`src/source/bru_pkg.sv`:
```
// branch unit shared definitions

package bru_pkg;

  // ------------------------------
  // widths
  // ------------------------------
  localparam int XLEN     = 32;
  localparam int RNID_W   = 6;
  localparam int CMT_ID_W = 6;

  typedef logic [XLEN-1:0]     xlen_t;
  typedef logic [XLEN-1:0]     vaddr_t;  // no translation here, same as data
  typedef logic [31:0]         inst_t;
  typedef logic [RNID_W-1:0]   rnid_t;
  typedef logic [CMT_ID_W-1:0] cmt_id_t; // program order, wraps

  // ------------------------------
  // decode results
  // ------------------------------
  typedef enum logic [2:0] {
    OP_EQ,
    OP_NE,
    OP_LT,
    OP_GE,
    OP_LTU,
    OP_GEU,
    OP_JUMP   // unconditional
  } op_t;

  typedef enum logic [1:0] {
    IMM_SB,
    IMM_UJ,
    IMM_I
  } imm_t;

  // a younger than b, modulo the commit id space
  function automatic logic is_younger(input cmt_id_t a, input cmt_id_t b);
    cmt_id_t diff;
    diff = a - b;
    return !diff[CMT_ID_W-1] && (a != b);
  endfunction

endpackage
```
`src/source/bru_regfile.sv`:
```
// physical register file
`timescale 1ns/10ps

module bru_regfile #(
  parameter int PHY_REG_NUM = 64
) (
  input  logic           i_clk,
  input  logic           i_reset_n,

  input  logic           i_wr_valid,
  input  bru_pkg::rnid_t i_wr_rnid,
  input  bru_pkg::xlen_t i_wr_data,

  input  bru_pkg::rnid_t i_rd0_rnid,
  input  bru_pkg::rnid_t i_rd1_rnid,
  output bru_pkg::xlen_t o_rd0_data,
  output bru_pkg::xlen_t o_rd1_data
);

  import bru_pkg::*;

  xlen_t r_regs [PHY_REG_NUM];
  xlen_t r_rd0_data;
  xlen_t r_rd1_data;

  always_ff @(posedge i_clk, negedge i_reset_n) begin
    if (!i_reset_n) begin
      for (int i = 0; i < PHY_REG_NUM; i++) begin
        r_regs[i] <= '0;
      end
    end else if (i_wr_valid) begin
      r_regs[i_wr_rnid] <= i_wr_data;
    end
  end

  // registered reads, a write on the same edge is not seen
  always_ff @(posedge i_clk) begin
    r_rd0_data <= r_regs[i_rd0_rnid];
    r_rd1_data <= r_regs[i_rd1_rnid];
  end

  assign o_rd0_data = r_rd0_data;
  assign o_rd1_data = r_rd1_data;

endmodule

```
`config.mk`:
```
export PLATFORM = sky130hd
export DESIGN_NAME = bru_regfile
export DESIGN_NICKNAME = d
export VERILOG_FILES = /design/src/source/bru_pkg.sv /design/src/source/bru_regfile.sv
export SDC_FILE = /design/constraint.sdc
export NUM_CORES = 2
export LEC_CHECK = 0
export BUFFER_PORTS_ARGS = -buffer_cell sky130_fd_sc_hd__buf_2
export CAP_MARGIN = 20
export CORE_ASPECT_RATIO = 0.7
export CORE_UTILIZATION = 58
export CTS_BUF_LIST = sky130_fd_sc_hd__clkbuf_16
export DETAILED_ROUTE_END_ITERATION = 8
export GPL_ROUTABILITY_DRIVEN = 0
export PLACE_DENSITY = 0.86
export SLEW_MARGIN = 20
export SYNTH_ARGS = -nofsm -noshare
export SYNTH_HDL_FRONTEND = slang
export SYNTH_SLANG_ARGS = --single-unit
```
`constraint.sdc`:
```
create_clock -name i_clk -period 1.8 [get_ports i_clk]
set_input_delay 0.54 -clock i_clk [delete_from_list [all_inputs] [get_ports i_clk]]
set_output_delay 0.54 -clock i_clk [all_outputs]
set_load 0.005 [all_outputs]
```
==> flow_metrics.tcl <==
set metrics [dict create \
    max_cap_viol_count 0 \
    antenna_found_initial 22 \
    setup-violations-final 113 \
    nNetsFinal 8048 \
    first_global_vias 85700 \
    avgSynthCellArea_um2 15.3 \
    arrival_ps 1510 \
    seq_area_frac_synth_pct 47.7 \
    htreeDepth 4 \
    grt_overflow 0 \
    die_w_um 523 \
    critPathBufInv 1 \
    via_per_inst 7.96 \
    num_rows 133 \
    mostFrequentLayoutCells "dfrtp_1, mux2_2, mux4_2" \
    end_kind "output pin" \
    regArea_um2 52700 \
    r2r_end "o_rd0_data[13]" \
    die_height_um 366 \
    fin_area_um2 134000 \
    drc 31 \
    crit_chain "buf_6" \
    synth_area_leader_cell "dfrtp_1" \
    start_util_pct 58.5 \
    area_growth_pct 21.6 \
    postSynthCellCount 7212 \
    first_pass_iters 9 \
    drive_gt1_share_pct 60.3 \
    violations "DRC, setup timing" \
    cts_tree "built" \
    ys_warn_count 0 \
    reg2reg_slack_ps -200 \
    synth_nets 7265 \
    path_class "reg2out" \
    synthArstFlopShare_pct 97.0 \
    clock_latency_ps 910 \
    cts_root_buf "clkbuf_16" \
    tightest_slew_ps 1180 \
    grt_max_degree 65 \
    ir_drop_v 0.000830 \
    utilization_pct 71.1 \
    coreArea_um2 188000 \
    grt_usage_pct 43.0 \
    clkSinkCount 2112 \
    ant_nets 0 \
    cp_slowest_cell "dfxtp_4" \
    drt_first_iter_violations 14500 \
    nFillCells 10300 \
    clk_pin_slew_ps 70 \
    clockBufferDepth 4 \
    critical_path.max_stage_delay_ps 470 \
    die_area_um2 192000 \
    syn_area_um2 110000 \
    reg2reg_from "r_regs[781]" \
    fin_crit_sh_pct 114 \
    placedInstanceArea_um2 125000 \
    cts_made_buffers 198 \
    drv_slew 0 \
    power.leakage_nw 59.9 \
    power.density_nw_per_um2 961 \
    cp.required_ps 1260 \
    grt_pass1_wl_um 597000 \
    rr_worst_depth 6 \
    status "finished, violations left" \
    synth_top_flop_cell "dfrtp_1" \
    wire_per_inst_um 40.2 \
    cp_max_fo 1 \
    hold-worst-slack_ps 176 \
    cpLargestDelayFamily "flip-flops" \
    hold_viol_final 0 \
    synth_area_leaders "dfrtp_1, mux2_2, mux4_2" \
    vias 84800 \
    ys_types 57 \
    crit_path_start_kind "flop" \
    mostFrequentLayoutCell "dfrtp_1" \
    min_path_type "in2async" \
    ys_seq_elements 2112 \
    io_pins 117 \
    layout_setup_ws_ps -247 \
    yosysTopAreaCellShare_pct 46.6 \
    hpwl_um 262000 \
    drt_wl_total_um 429000 \
    synth_edf_count 0 \
    min_period_ps 2050 \
    fmax_mhz 488 \
    rsz0062_at_grt "yes" \
    io_buffers 116 \
    relSlewSlack_pct 20.8 \
    fin_skew_ps 64.6 \
    multi_input_area_um2 56800 \
]
## stage by stage
stage	setup slack, ps	TNS [ps]	cells	power [W]
after global placement	-1450	-900710	10200	0.0817
after global routing	-200	-8740	10600	0.131
final	-247	-9850	10700	0.129
after floorplan	-292	-287390	7212	0.0733
after detailed placement	-1280	-962570	10200	0.0835
after CTS	-188	-7050	10600	0.125
## flip-flops by register name, indices dropped and copies added, names as in the netlist
register,cells
o_rd1_data,32
o_rd0_data,32
r_regs,2048
## synthesized netlist by cell type (all sizes together) (29+ instances only)
cell,count
a211oi,52
a21oi,60
a221oi,89
a22o,54
a22oi,99
buf,452
clkbuf,338
dfrtp,2048
dfxtp,64
mux2,2101
mux2i,255
mux4,928
nand2,45
nand3,29
nor2,100
nor2b,76
nor3,65
o221ai,46
o22ai,142
## cell families after synthesis
group | count (synthesis) | share of synthesized area [%]
AOI/OAI and AO/OA | 602 | 4.05
and+or+nand+nor | 423 | 2.08
buffers and inverters | 791 | 3.35
muxes | 3284 | 42.8
DFF | 2112 | 47.7
## power by group
part / switching, W / leakage (nW) / internal [W]
clock network: 0.0194 / 3.21 / 0.0223
registers: 0.00602 / 27.8 / 0.0538
logic: 0.0123 / 29.0 / 0.0148
## worst max-delay path by stage
stage              startpoint             end  cells after the start  slack, ps
3_5_place_dp    i_rd0_rnid[0]  o_rd0_data[25]                      8      -1280
4_1_cts        o_rd1_data[25]  o_rd1_data[25]                      1       -190
5_1_grt         o_rd0_data[2]   o_rd0_data[2]                      1       -200
3_3_place_gp    i_rd0_rnid[4]  o_rd0_data[25]                      5      -1450
2_1_floorplan   i_rd1_rnid[0]  o_rd1_data[19]                      9       -290
6_report        o_rd1_data[2]   o_rd1_data[2]                      1       -250
## cell type report
class / count / area share [%]
Multi-Input combinational cell: 4309 / 42.4
Sequential cell: 2112 / 39.4
Timing Repair Buffer: 1373 / 11.3
Clock buffer: 200 / 3.74
Tap cell: 2497 / 2.33
Clock inverter: 153 / 0.794
Antenna cell: 18 / 0.0337
Inverter: 1 / 0.00280
## what timing repair did
| action | 4_1_cts | 5_1_grt |
|---|---|---|
| cloned | 1 | 5 |
| resized for setup | 318 | 186 |
| pin swaps | 38 | 58 |
| endpoints found under the setup margin | 125 | 125 |
| setup buffers | 28 | 43 |
| hold buffers | 1 | 0 |
| endpoints found under the hold margin | 398 | 0 |
## layer usage
layer	track usage, %	share of wire, %	vias to the layer above
li1	-	-	29700
met1	53.4	32	42900
met2	58.1	41	9192
met3	21.7	17	3010
met4	29.9	9.5	20
met5	0.976	0.094	-
No activity file was read; power rests on OpenSTA's default activity.
