==> src/source/bru_pkg.sv <==
// branch unit shared definitions

package bru_pkg;

  // ------------------------------
  // widths
  // ------------------------------
  localparam int XLEN     = 32;
  localparam int RNID_W   = 6;
  localparam int CMT_ID_W = 6;

  typedef logic [XLEN-1:0]     xlen_t;
  typedef logic [XLEN-1:0]     vaddr_t;  // no translation here, same as data
  typedef logic [31:0]         inst_t;
  typedef logic [RNID_W-1:0]   rnid_t;
  typedef logic [CMT_ID_W-1:0] cmt_id_t; // program order, wraps

  // ------------------------------
  // decode results
  // ------------------------------
  typedef enum logic [2:0] {
    OP_EQ,
    OP_NE,
    OP_LT,
    OP_GE,
    OP_LTU,
    OP_GEU,
    OP_JUMP   // unconditional
  } op_t;

  typedef enum logic [1:0] {
    IMM_SB,
    IMM_UJ,
    IMM_I
  } imm_t;

  // a younger than b, modulo the commit id space
  function automatic logic is_younger(input cmt_id_t a, input cmt_id_t b);
    cmt_id_t diff;
    diff = a - b;
    return !diff[CMT_ID_W-1] && (a != b);
  endfunction

endpackage
==> src/source/bru_pipe.sv <==
// branch execution pipeline
`timescale 1ns/10ps

module bru_pipe (
  input  logic               i_clk,
  input  logic               i_reset_n,

  input  logic               i_issue_valid,
  input  bru_pkg::inst_t     i_issue_inst,
  input  bru_pkg::vaddr_t    i_issue_pc,
  input  bru_pkg::cmt_id_t   i_issue_cmt_id,
  input  bru_pkg::rnid_t     i_issue_rs1,
  input  bru_pkg::rnid_t     i_issue_rs2,
  input  bru_pkg::rnid_t     i_issue_rd,
  input  logic               i_issue_pred_taken,
  input  bru_pkg::vaddr_t    i_issue_pred_target,

  output bru_pkg::rnid_t     o_rs1_rnid,
  output bru_pkg::rnid_t     o_rs2_rnid,
  input  bru_pkg::xlen_t     i_rs1_data,
  input  bru_pkg::xlen_t     i_rs2_data,

  output logic               o_upd_valid,
  output bru_pkg::cmt_id_t   o_upd_cmt_id,
  output bru_pkg::vaddr_t    o_upd_pc,
  output logic               o_upd_taken,
  output bru_pkg::vaddr_t    o_upd_target,
  output logic               o_upd_mispredict,

  output logic               o_wr_valid,
  output bru_pkg::rnid_t     o_wr_rnid,
  output bru_pkg::xlen_t     o_wr_data
);

  import bru_pkg::*;

  // ------------------------------
  // ex0
  // ------------------------------
  logic    r_ex0_valid;
  inst_t   r_ex0_inst;
  vaddr_t  r_ex0_pc;
  cmt_id_t r_ex0_cmt_id;
  rnid_t   r_ex0_rd;
  logic    r_ex0_pred_taken;
  vaddr_t  r_ex0_pred_target;
  op_t     w_ex0_op;
  imm_t    w_ex0_imm;
  logic    w_ex0_is_cond;
  logic    w_ex0_wr_rd;
  logic    w_ex0_kill;

  // ex1
  logic    r_ex1_valid;
  inst_t   r_ex1_inst;
  vaddr_t  r_ex1_pc;
  cmt_id_t r_ex1_cmt_id;
  rnid_t   r_ex1_rd;
  logic    r_ex1_pred_taken;
  vaddr_t  r_ex1_pred_target;
  op_t     r_ex1_op;
  imm_t    r_ex1_imm;
  logic    r_ex1_is_cond;
  logic    r_ex1_wr_rd;
  xlen_t   r_ex1_rs1_data;
  xlen_t   r_ex1_rs2_data;
  vaddr_t  w_ex1_off_sb;
  vaddr_t  w_ex1_off_uj;
  vaddr_t  w_ex1_jalr_sum;
  vaddr_t  w_ex1_target;
  logic    w_ex1_result;
  logic    w_ex1_kill;

  // ex2
  logic    r_ex2_valid;
  vaddr_t  r_ex2_pc;
  cmt_id_t r_ex2_cmt_id;
  rnid_t   r_ex2_rd;
  logic    r_ex2_pred_taken;
  vaddr_t  r_ex2_pred_target;
  logic    r_ex2_is_cond;
  logic    r_ex2_wr_rd;
  logic    r_ex2_result;
  vaddr_t  r_ex2_target;
  vaddr_t  w_ex2_pc_next;
  logic    w_ex2_taken;
  logic    w_ex2_mispredict;
  logic    w_ex2_flush;

  // read addresses go out with the issue, data lands while the branch sits in ex0
  assign o_rs1_rnid = i_issue_rs1;
  assign o_rs2_rnid = i_issue_rs2;

  always_ff @(posedge i_clk, negedge i_reset_n) begin
    if (!i_reset_n) begin
      r_ex0_valid <= 1'b0;
      r_ex1_valid <= 1'b0;
      r_ex2_valid <= 1'b0;
    end else begin
      r_ex0_valid <= i_issue_valid;
      r_ex1_valid <= r_ex0_valid & ~w_ex0_kill;
      r_ex2_valid <= r_ex1_valid & ~w_ex1_kill;
    end
  end

  always_ff @(posedge i_clk) begin
    r_ex0_inst        <= i_issue_inst;
    r_ex0_pc          <= i_issue_pc;
    r_ex0_cmt_id      <= i_issue_cmt_id;
    r_ex0_rd          <= i_issue_rd;
    r_ex0_pred_taken  <= i_issue_pred_taken;
    r_ex0_pred_target <= i_issue_pred_target;
  end

  bru_decoder u_decoder (
    .i_inst    (r_ex0_inst),
    .o_op      (w_ex0_op),
    .o_imm     (w_ex0_imm),
    .o_is_cond (w_ex0_is_cond),
    .o_wr_rd   (w_ex0_wr_rd)
  );

  // younger than a mispredicting branch at the update port
  assign w_ex2_flush = r_ex2_valid & w_ex2_mispredict;
  assign w_ex0_kill  = w_ex2_flush & is_younger(r_ex0_cmt_id, r_ex2_cmt_id);
  assign w_ex1_kill  = w_ex2_flush & is_younger(r_ex1_cmt_id, r_ex2_cmt_id);

  always_ff @(posedge i_clk) begin
    r_ex1_inst        <= r_ex0_inst;
    r_ex1_pc          <= r_ex0_pc;
    r_ex1_cmt_id      <= r_ex0_cmt_id;
    r_ex1_rd          <= r_ex0_rd;
    r_ex1_pred_taken  <= r_ex0_pred_taken;
    r_ex1_pred_target <= r_ex0_pred_target;
    r_ex1_op          <= w_ex0_op;
    r_ex1_imm         <= w_ex0_imm;
    r_ex1_is_cond     <= w_ex0_is_cond;
    r_ex1_wr_rd       <= w_ex0_wr_rd;
    r_ex1_rs1_data    <= i_rs1_data;
    r_ex1_rs2_data    <= i_rs2_data;
  end

  // ------------------------------
  // ex1 target and compare
  // ------------------------------
  assign w_ex1_off_sb = {{19{r_ex1_inst[31]}}, r_ex1_inst[31], r_ex1_inst[7],
                         r_ex1_inst[30:25], r_ex1_inst[11:8], 1'b0};
  assign w_ex1_off_uj = {{11{r_ex1_inst[31]}}, r_ex1_inst[31], r_ex1_inst[19:12],
                         r_ex1_inst[20], r_ex1_inst[30:21], 1'b0};
  assign w_ex1_jalr_sum = r_ex1_rs1_data + {{20{r_ex1_inst[31]}}, r_ex1_inst[31:20]};

  always_comb begin
    case (r_ex1_imm)
      IMM_UJ:  w_ex1_target = r_ex1_pc + w_ex1_off_uj;
      IMM_I:   w_ex1_target = {w_ex1_jalr_sum[XLEN-1:1], 1'b0}; // jalr drops bit 0
      default: w_ex1_target = r_ex1_pc + w_ex1_off_sb;
    endcase
  end

  always_comb begin
    case (r_ex1_op)
      OP_EQ:   w_ex1_result = r_ex1_rs1_data == r_ex1_rs2_data;
      OP_NE:   w_ex1_result = r_ex1_rs1_data != r_ex1_rs2_data;
      OP_LT:   w_ex1_result = $signed(r_ex1_rs1_data) < $signed(r_ex1_rs2_data);
      OP_GE:   w_ex1_result = $signed(r_ex1_rs1_data) >= $signed(r_ex1_rs2_data);
      OP_LTU:  w_ex1_result = r_ex1_rs1_data < r_ex1_rs2_data;
      OP_GEU:  w_ex1_result = r_ex1_rs1_data >= r_ex1_rs2_data;
      default: w_ex1_result = 1'b0; // jumps take via is_cond
    endcase
  end

  always_ff @(posedge i_clk) begin
    r_ex2_pc          <= r_ex1_pc;
    r_ex2_cmt_id      <= r_ex1_cmt_id;
    r_ex2_rd          <= r_ex1_rd;
    r_ex2_pred_taken  <= r_ex1_pred_taken;
    r_ex2_pred_target <= r_ex1_pred_target;
    r_ex2_is_cond     <= r_ex1_is_cond;
    r_ex2_wr_rd       <= r_ex1_wr_rd;
    r_ex2_result      <= w_ex1_result;
    r_ex2_target      <= w_ex1_target;
  end

  // ------------------------------
  // ex2 result, seen as ex3
  // ------------------------------
  assign w_ex2_pc_next    = r_ex2_pc + vaddr_t'(4);
  assign w_ex2_taken      = ~r_ex2_is_cond | r_ex2_result;
  assign w_ex2_mispredict = (w_ex2_taken != r_ex2_pred_taken) |
                            (w_ex2_taken & r_ex2_pred_taken &
                             (r_ex2_target != r_ex2_pred_target));

  assign o_upd_valid      = r_ex2_valid;
  assign o_upd_cmt_id     = r_ex2_cmt_id;
  assign o_upd_pc         = r_ex2_pc;
  assign o_upd_taken      = w_ex2_taken;
  assign o_upd_target     = w_ex2_taken ? r_ex2_target : w_ex2_pc_next;
  assign o_upd_mispredict = w_ex2_mispredict;

  assign o_wr_valid = r_ex2_valid & r_ex2_wr_rd;
  assign o_wr_rnid  = r_ex2_rd;
  assign o_wr_data  = xlen_t'(w_ex2_pc_next); // link value

endmodule

==> src/source/bru_decoder.sv <==
// branch instruction decoder
`timescale 1ns/10ps

module bru_decoder (
  input  bru_pkg::inst_t i_inst,
  output bru_pkg::op_t   o_op,
  output bru_pkg::imm_t  o_imm,
  output logic           o_is_cond,
  output logic           o_wr_rd
);

  import bru_pkg::*;

  localparam logic [6:0] OPC_BRANCH = 7'b1100011;
  localparam logic [6:0] OPC_JAL    = 7'b1101111;
  localparam logic [6:0] OPC_JALR   = 7'b1100111;

  logic [6:0] w_opcode;
  logic [2:0] w_funct3;
  logic       w_rd_nz;

  assign w_opcode = i_inst[6:0];
  assign w_funct3 = i_inst[14:12];
  assign w_rd_nz  = i_inst[11:7] != 5'd0;

  always_comb begin
    // unknown encodings fall through as a jump with no link write
    o_op      = OP_JUMP;
    o_imm     = IMM_I;
    o_is_cond = 1'b0;
    o_wr_rd   = 1'b0;
    case (w_opcode)
      OPC_BRANCH: begin
        o_imm     = IMM_SB;
        o_is_cond = 1'b1;
        case (w_funct3)
          3'b000:  o_op = OP_EQ;
          3'b001:  o_op = OP_NE;
          3'b100:  o_op = OP_LT;
          3'b101:  o_op = OP_GE;
          3'b110:  o_op = OP_LTU;
          3'b111:  o_op = OP_GEU;
          default: o_is_cond = 1'b0; // reserved funct3
        endcase
      end
      OPC_JAL: begin
        o_imm   = IMM_UJ;
        o_wr_rd = w_rd_nz;
      end
      OPC_JALR: begin
        o_wr_rd = w_rd_nz & (w_funct3 == 3'b000);
      end
      default: ;
    endcase
  end

endmodule

==> config.mk <==
export PLATFORM = sky130hd
export DESIGN_NAME = bru_pipe
export DESIGN_NICKNAME = d
export VERILOG_FILES = /design/src/source/bru_pkg.sv /design/src/source/bru_pipe.sv /design/src/source/bru_decoder.sv
export SDC_FILE = /design/constraint.sdc
export NUM_CORES = 1
export LEC_CHECK = 0
export ABC_AREA = 1
export BUFFER_PORTS_ARGS = -buffer_cell sky130_fd_sc_hd__buf_2
export CORE_MARGIN = 2
export CORE_UTILIZATION = 55
export CTS_CLUSTER_DIAMETER = 40
export DETAILED_ROUTE_END_ITERATION = 6
export PLACE_DENSITY = 0.89
export SLEW_MARGIN = 5
export SYNTH_ARGS = -nofsm -noshare
export SYNTH_HDL_FRONTEND = slang
export SYNTH_SLANG_ARGS = --single-unit
==> constraint.sdc <==
create_clock -name i_clk -period 3 [get_ports i_clk]
set_input_delay 0.3 -clock i_clk [delete_from_list [all_inputs] [get_ports i_clk]]
set_output_delay 0.3 -clock i_clk [all_outputs]
set_load 0.03 [all_outputs]
==> impl_metrics.sql <==
INSERT INTO impl_metrics (metric_group, metric, value, unit) VALUES
('power', 'cellPowerDensity', '670', 'mW/mm^2'),
('global_route', 'grt_use_total', '38.0', '%'),
('place', 'port-buffer-count', '287', ''),
('critical_path', 'cp_num_buf_inv', '1', ''),
('synth', 'netlist_area', '0.0152', 'mm^2'),
('power', 'p_leak', '0.0100', 'uW'),
('floorplanning', 'fp.coreArea', '0.0270', 'mm^2'),
('sta', 'grt_setup_unrepaired', 'true', ''),
('global_route', 'largest_net_degree_at_the_start_of_global_routing', '45', ''),
('status', 'violations', 'setup timing', ''),
('sta', 'tightestPinTransition', '874', 'ps'),
('place', 'placer_congestion_estimate', '0.914', ''),
('layout', 'layout.cells.most_common', 'nand2_1', ''),
('cts', 'insertion_delay', '570', 'ps'),
('power', 'finalPower', '13900', 'uW'),
('sta', 'finalMaxSlewViolations', '0', ''),
('drt', 'via_count', '14900', ''),
('critical_path', 'crit_top_cell', 'nand2_1', ''),
('sta', 'report.final.setup_viol', '9', ''),
('floorplanning', 'floorplan.initialDensity', '56.2', '%'),
('sta', 'timing.final.ws_setup', '-336', 'ps'),
('synth', 'synth-seq-area-share', '52.5', '%'),
('synth', 'async_reset_ff_share', '0.756', '%'),
('power', 'power.ir.vdd_worst', '0.541', 'mV'),
('place', 'pre_cts_worst_setup_slack', '52.5', 'ps'),
('layout', 'nNetsFinal', '2561', ''),
('critical_path', 'slowest_stage', 'dfxtp_1', ''),
('global_route', 'grt_first_pass_wirelength', '83.3', 'mm'),
('drt', 'initialDrtViolationCount', '1566', ''),
('critical_path', 'cp_cell_sequence', 'nand4_1 > nor3_2 > nand3_1 > nor2_2 > xor2_1 > nand2_1 > nand2_1 > buf_2', ''),
('global_route', 'grt_pass1_vias', '15200', ''),
('run', 'drv_cap', '0', ''),
('critical_path', 'crit_required', '2700', 'ps'),
('drt', 'ant_nets', '0', ''),
('cts', 'clock_tree_buf_depth', '3', ''),
('critical_path', 'kind_of_launch_point_of_the_worst_setup_path', 'flop', ''),
('drt', 'routed_wirelength', '58.5', 'mm'),
('critical_path', 'arrival', '3040', 'ps'),
('layout', 'num-fill-cells', '1684', ''),
('synth', 'syn-num-nets', '2050', ''),
('sta', 'final.min_clock_period', '3340', 'ps'),
('synth', 'postSynthAreaPerCell', '8.64', 'um^2'),
('cts', 'ctsHtreeMaxLevel', '2', ''),
('critical_path', 'setup.worst_path.class', 'flop to output port', ''),
('drt', 'dr.pass1.iters', '7', ''),
('critical_path', 'critPathMaxFanout', '6', ''),
('sta', 'timing.fmax', '300', 'MHz'),
('synth', 'synth_top_cell_by_area', 'dfxtp_1', ''),
('floorplanning', 'die_span_in_x', '170', 'um'),
('synth', 'ys_types', '44', ''),
('cts', 'cts_tree', 'built', ''),
('synth', 'ys_seq_elements', '397', ''),
('drt', 'detail_route.wl_per_cell', '22.1', 'um'),
('synth', 'synth_enable_flop_cells', '0', ''),
('layout', 'layout-area-overhead-vs-synth', '36.4', '%'),
('critical_path', 'timing.critical_path.slowest_cell_delay', '640', 'ps'),
('sta', 'slew-limit-headroom', '41.6', '%'),
('global_route', 'antenna_found_initial', '3', ''),
('floorplanning', 'die-area', '0.0289', 'mm^2'),
('sta', 'post-route-period-util', '111', '%'),
('status', 'status', 'finished with violations', ''),
('floorplanning', 'std_cell_rows', '60', ''),
('cts', 'tritoncts_num_sinks', '397', ''),
('drt', 'number_of_vias_per_cell_after_detailed_routing', '5.63', ''),
('critical_path', 'cp_top_family', 'simple AND/OR/NAND/NOR gates', ''),
('cts', 'root_buffer', 'clkbuf_16', ''),
('floorplanning', 'top_level_ports', '312', ''),
('floorplanning', 'chipHeight', '170', 'um'),
('hold_path', 'min-delay-path-class', 'primary input to async pin', ''),
('sta', 'finClkSkew', '31.4', 'ps'),
('drt', 'drc_errors', '0', ''),
('synth', 'synth_largest_type_area_fraction', '52.0', '%'),
('synth', 'synth_instances', '1756', ''),
('synth', 'synth-main-ff-cell', 'dfxtp_1', ''),
('critical_path', 'end_kind', 'output port', ''),
('synth', 'yosys_warnings', '0', ''),
('cts', 'clk_pin_slew_worst_paths', '70', 'ps'),
('sta', 'final_hold_violation_count', '0', ''),
('layout', 'fin_util', '76.6', '%'),
('place', 'dp_hpwl', '34.0', 'mm'),
('cts', 'cts_buffers', '46', ''),
('global_route', 'grt.overflow.total', '0', ''),
('synth', 'netlist_top_cells_area', 'dfxtp_1 52%, nand2_1 10%, ha_1 8.6%, inv_1 4.7%, a21oi_1 3.7%', ''),
('layout', 'layout_common_cells', '402 x nand2_1, 382 x dfxtp_1, 280 x buf_2, 189 x inv_1, 175 x dlygate4sd3_1', ''),
('layout', 'post_route_cells_drive_above_1_share', '20.1', '%');
[stage by stage]
step,hold slack (ps),setup TNS (ps),cells,cell area (um^2)
global route,74.0,-2510,2646,20700
finish,83.4,-1050,2647,20700
detailed placement,99.2,0,2366,17000
CTS,57.7,-74.4,2628,20400
global placement,96.4,-48.0,2366,17000
floorplan,4.41,0,1756,15200
[worst register-to-register path, cell delays in order (launching register included)]
cell     delay [ps]
dfxtp_1         300
inv_1            90
nand2_2         150
buf_4           200
o21ai_0         290
inv_1            90
ha_1            380
nand2_1         110
nor2_1          110
inv_1           100
nor3_2          240
nand3_1         220
nand3_1         120
nand2_1          50
nand3_1         120
o21ai_0         110
[per-layer routing]
layer / vias to the layer above / global-route usage (%) / routed length (um)
met3: 317 / 11.6 / 6120
met5: - / 0 / 13
li1: 6716 / - / -
met4: 2 / 21.7 / 4110
met2: 987 / 66.8 / 27600
met1: 6876 / 40.5 / 20700
[sequential cells by signal, summed over array words and instances, names as in the netlist, 2 cells and up]
name               cells
r_ex0_rd               6
r_ex2_target          32
o_upd_cmt_id           6
r_ex0_cmt_id           6
r_ex1_pred_target     32
r_ex1_rs2_data        32
r_ex0_pc              32
r_ex1_inst            25
o_upd_pc              32
r_ex1_pc              32
r_ex1_rd               6
r_ex1_cmt_id           6
o_wr_rnid              6
r_ex2_pred_target     32
r_ex1_rs1_data        32
r_ex0_inst            32
r_ex0_pred_target     32
r_ex1_imm              2
r_ex1_op               3
[logic make-up after synthesis]
kind of cell / after synthesis / synth area share [%]
DFF: 397 / 52.5
xor gates and xnor gates: 63 / 3.64
AOI/OAI and AO/OA: 254 / 9.04
and+or+nand+nor: 715 / 20.0
muxes: 4 / 0.297
buffers and inverters: 217 / 5.72
adders and majority gates: 106 / 8.84
[path summary, 6_finish.rpt]
path | depth (start not counted) | slack (ps) | startpoint | end
max | 8 | -340 | o_upd_pc[20] | o_upd_target[29]
min reg2reg | 0 | 310 | r_ex1_pred_target[27] | r_ex2_pred_target[27]
max in group asynchronous | 2 | 2800 | i_reset_n | r_ex0_valid
min | 2 | 80 | i_reset_n | r_ex1_valid
max reg2reg | 15 | 210 | r_ex1_imm[1] | r_ex2_target[24]
min in group i_clk | 0 | 310 | r_ex1_pred_target[27] | r_ex2_pred_target[27]
[cell type report]
type | instances | area, um^2 | share of cell area (%)
inverter | 190 | 713 | 3.44
clock buffer | 59 | 1310 | 6.33
tap | 341 | 427 | 2.06
antenna | 3 | 7.51 | 0.0363
clock inverter | 25 | 273 | 1.32
multi-input combinational | 1142 | 6530 | 31.5
sequential | 397 | 7990 | 38.6
timing repair buffer | 490 | 3460 | 16.7
[power by group]
| group | switching [uW] | internal [uW] | total (uW) |
|---|---|---|---|
| registers | 271 | 5610 | 5890 |
| clock network | 2460 | 3270 | 5730 |
| logic | 1430 | 836 | 2260 |
[synthesized netlist by cell type, drive strengths merged (4+ instances only)]
cell type,instances
a21oi,113
nand3,94
nor4,8
dfxtp,394
buf,15
o21ai,104
o21bai,10
nand2,415
or2,12
a21o,8
nand4,22
nor3,24
inv,190
xnor2,32
o21a,8
ha,104
xor2,31
clkbuf,12
nor2,135
mux2,4
[what timing repair did]
item | in CTS | in global routing
endpoints found under the hold margin | 177 | 0
buffers inserted | 3 | 16
endpoints found under the setup margin | 8 | 30
hold buffers | 175 | 0
pin swaps | 3 | 17
gates resized for setup | 2 | 67
gates cloned | 0 | 0
No activity file was read; power rests on OpenSTA's default activity.
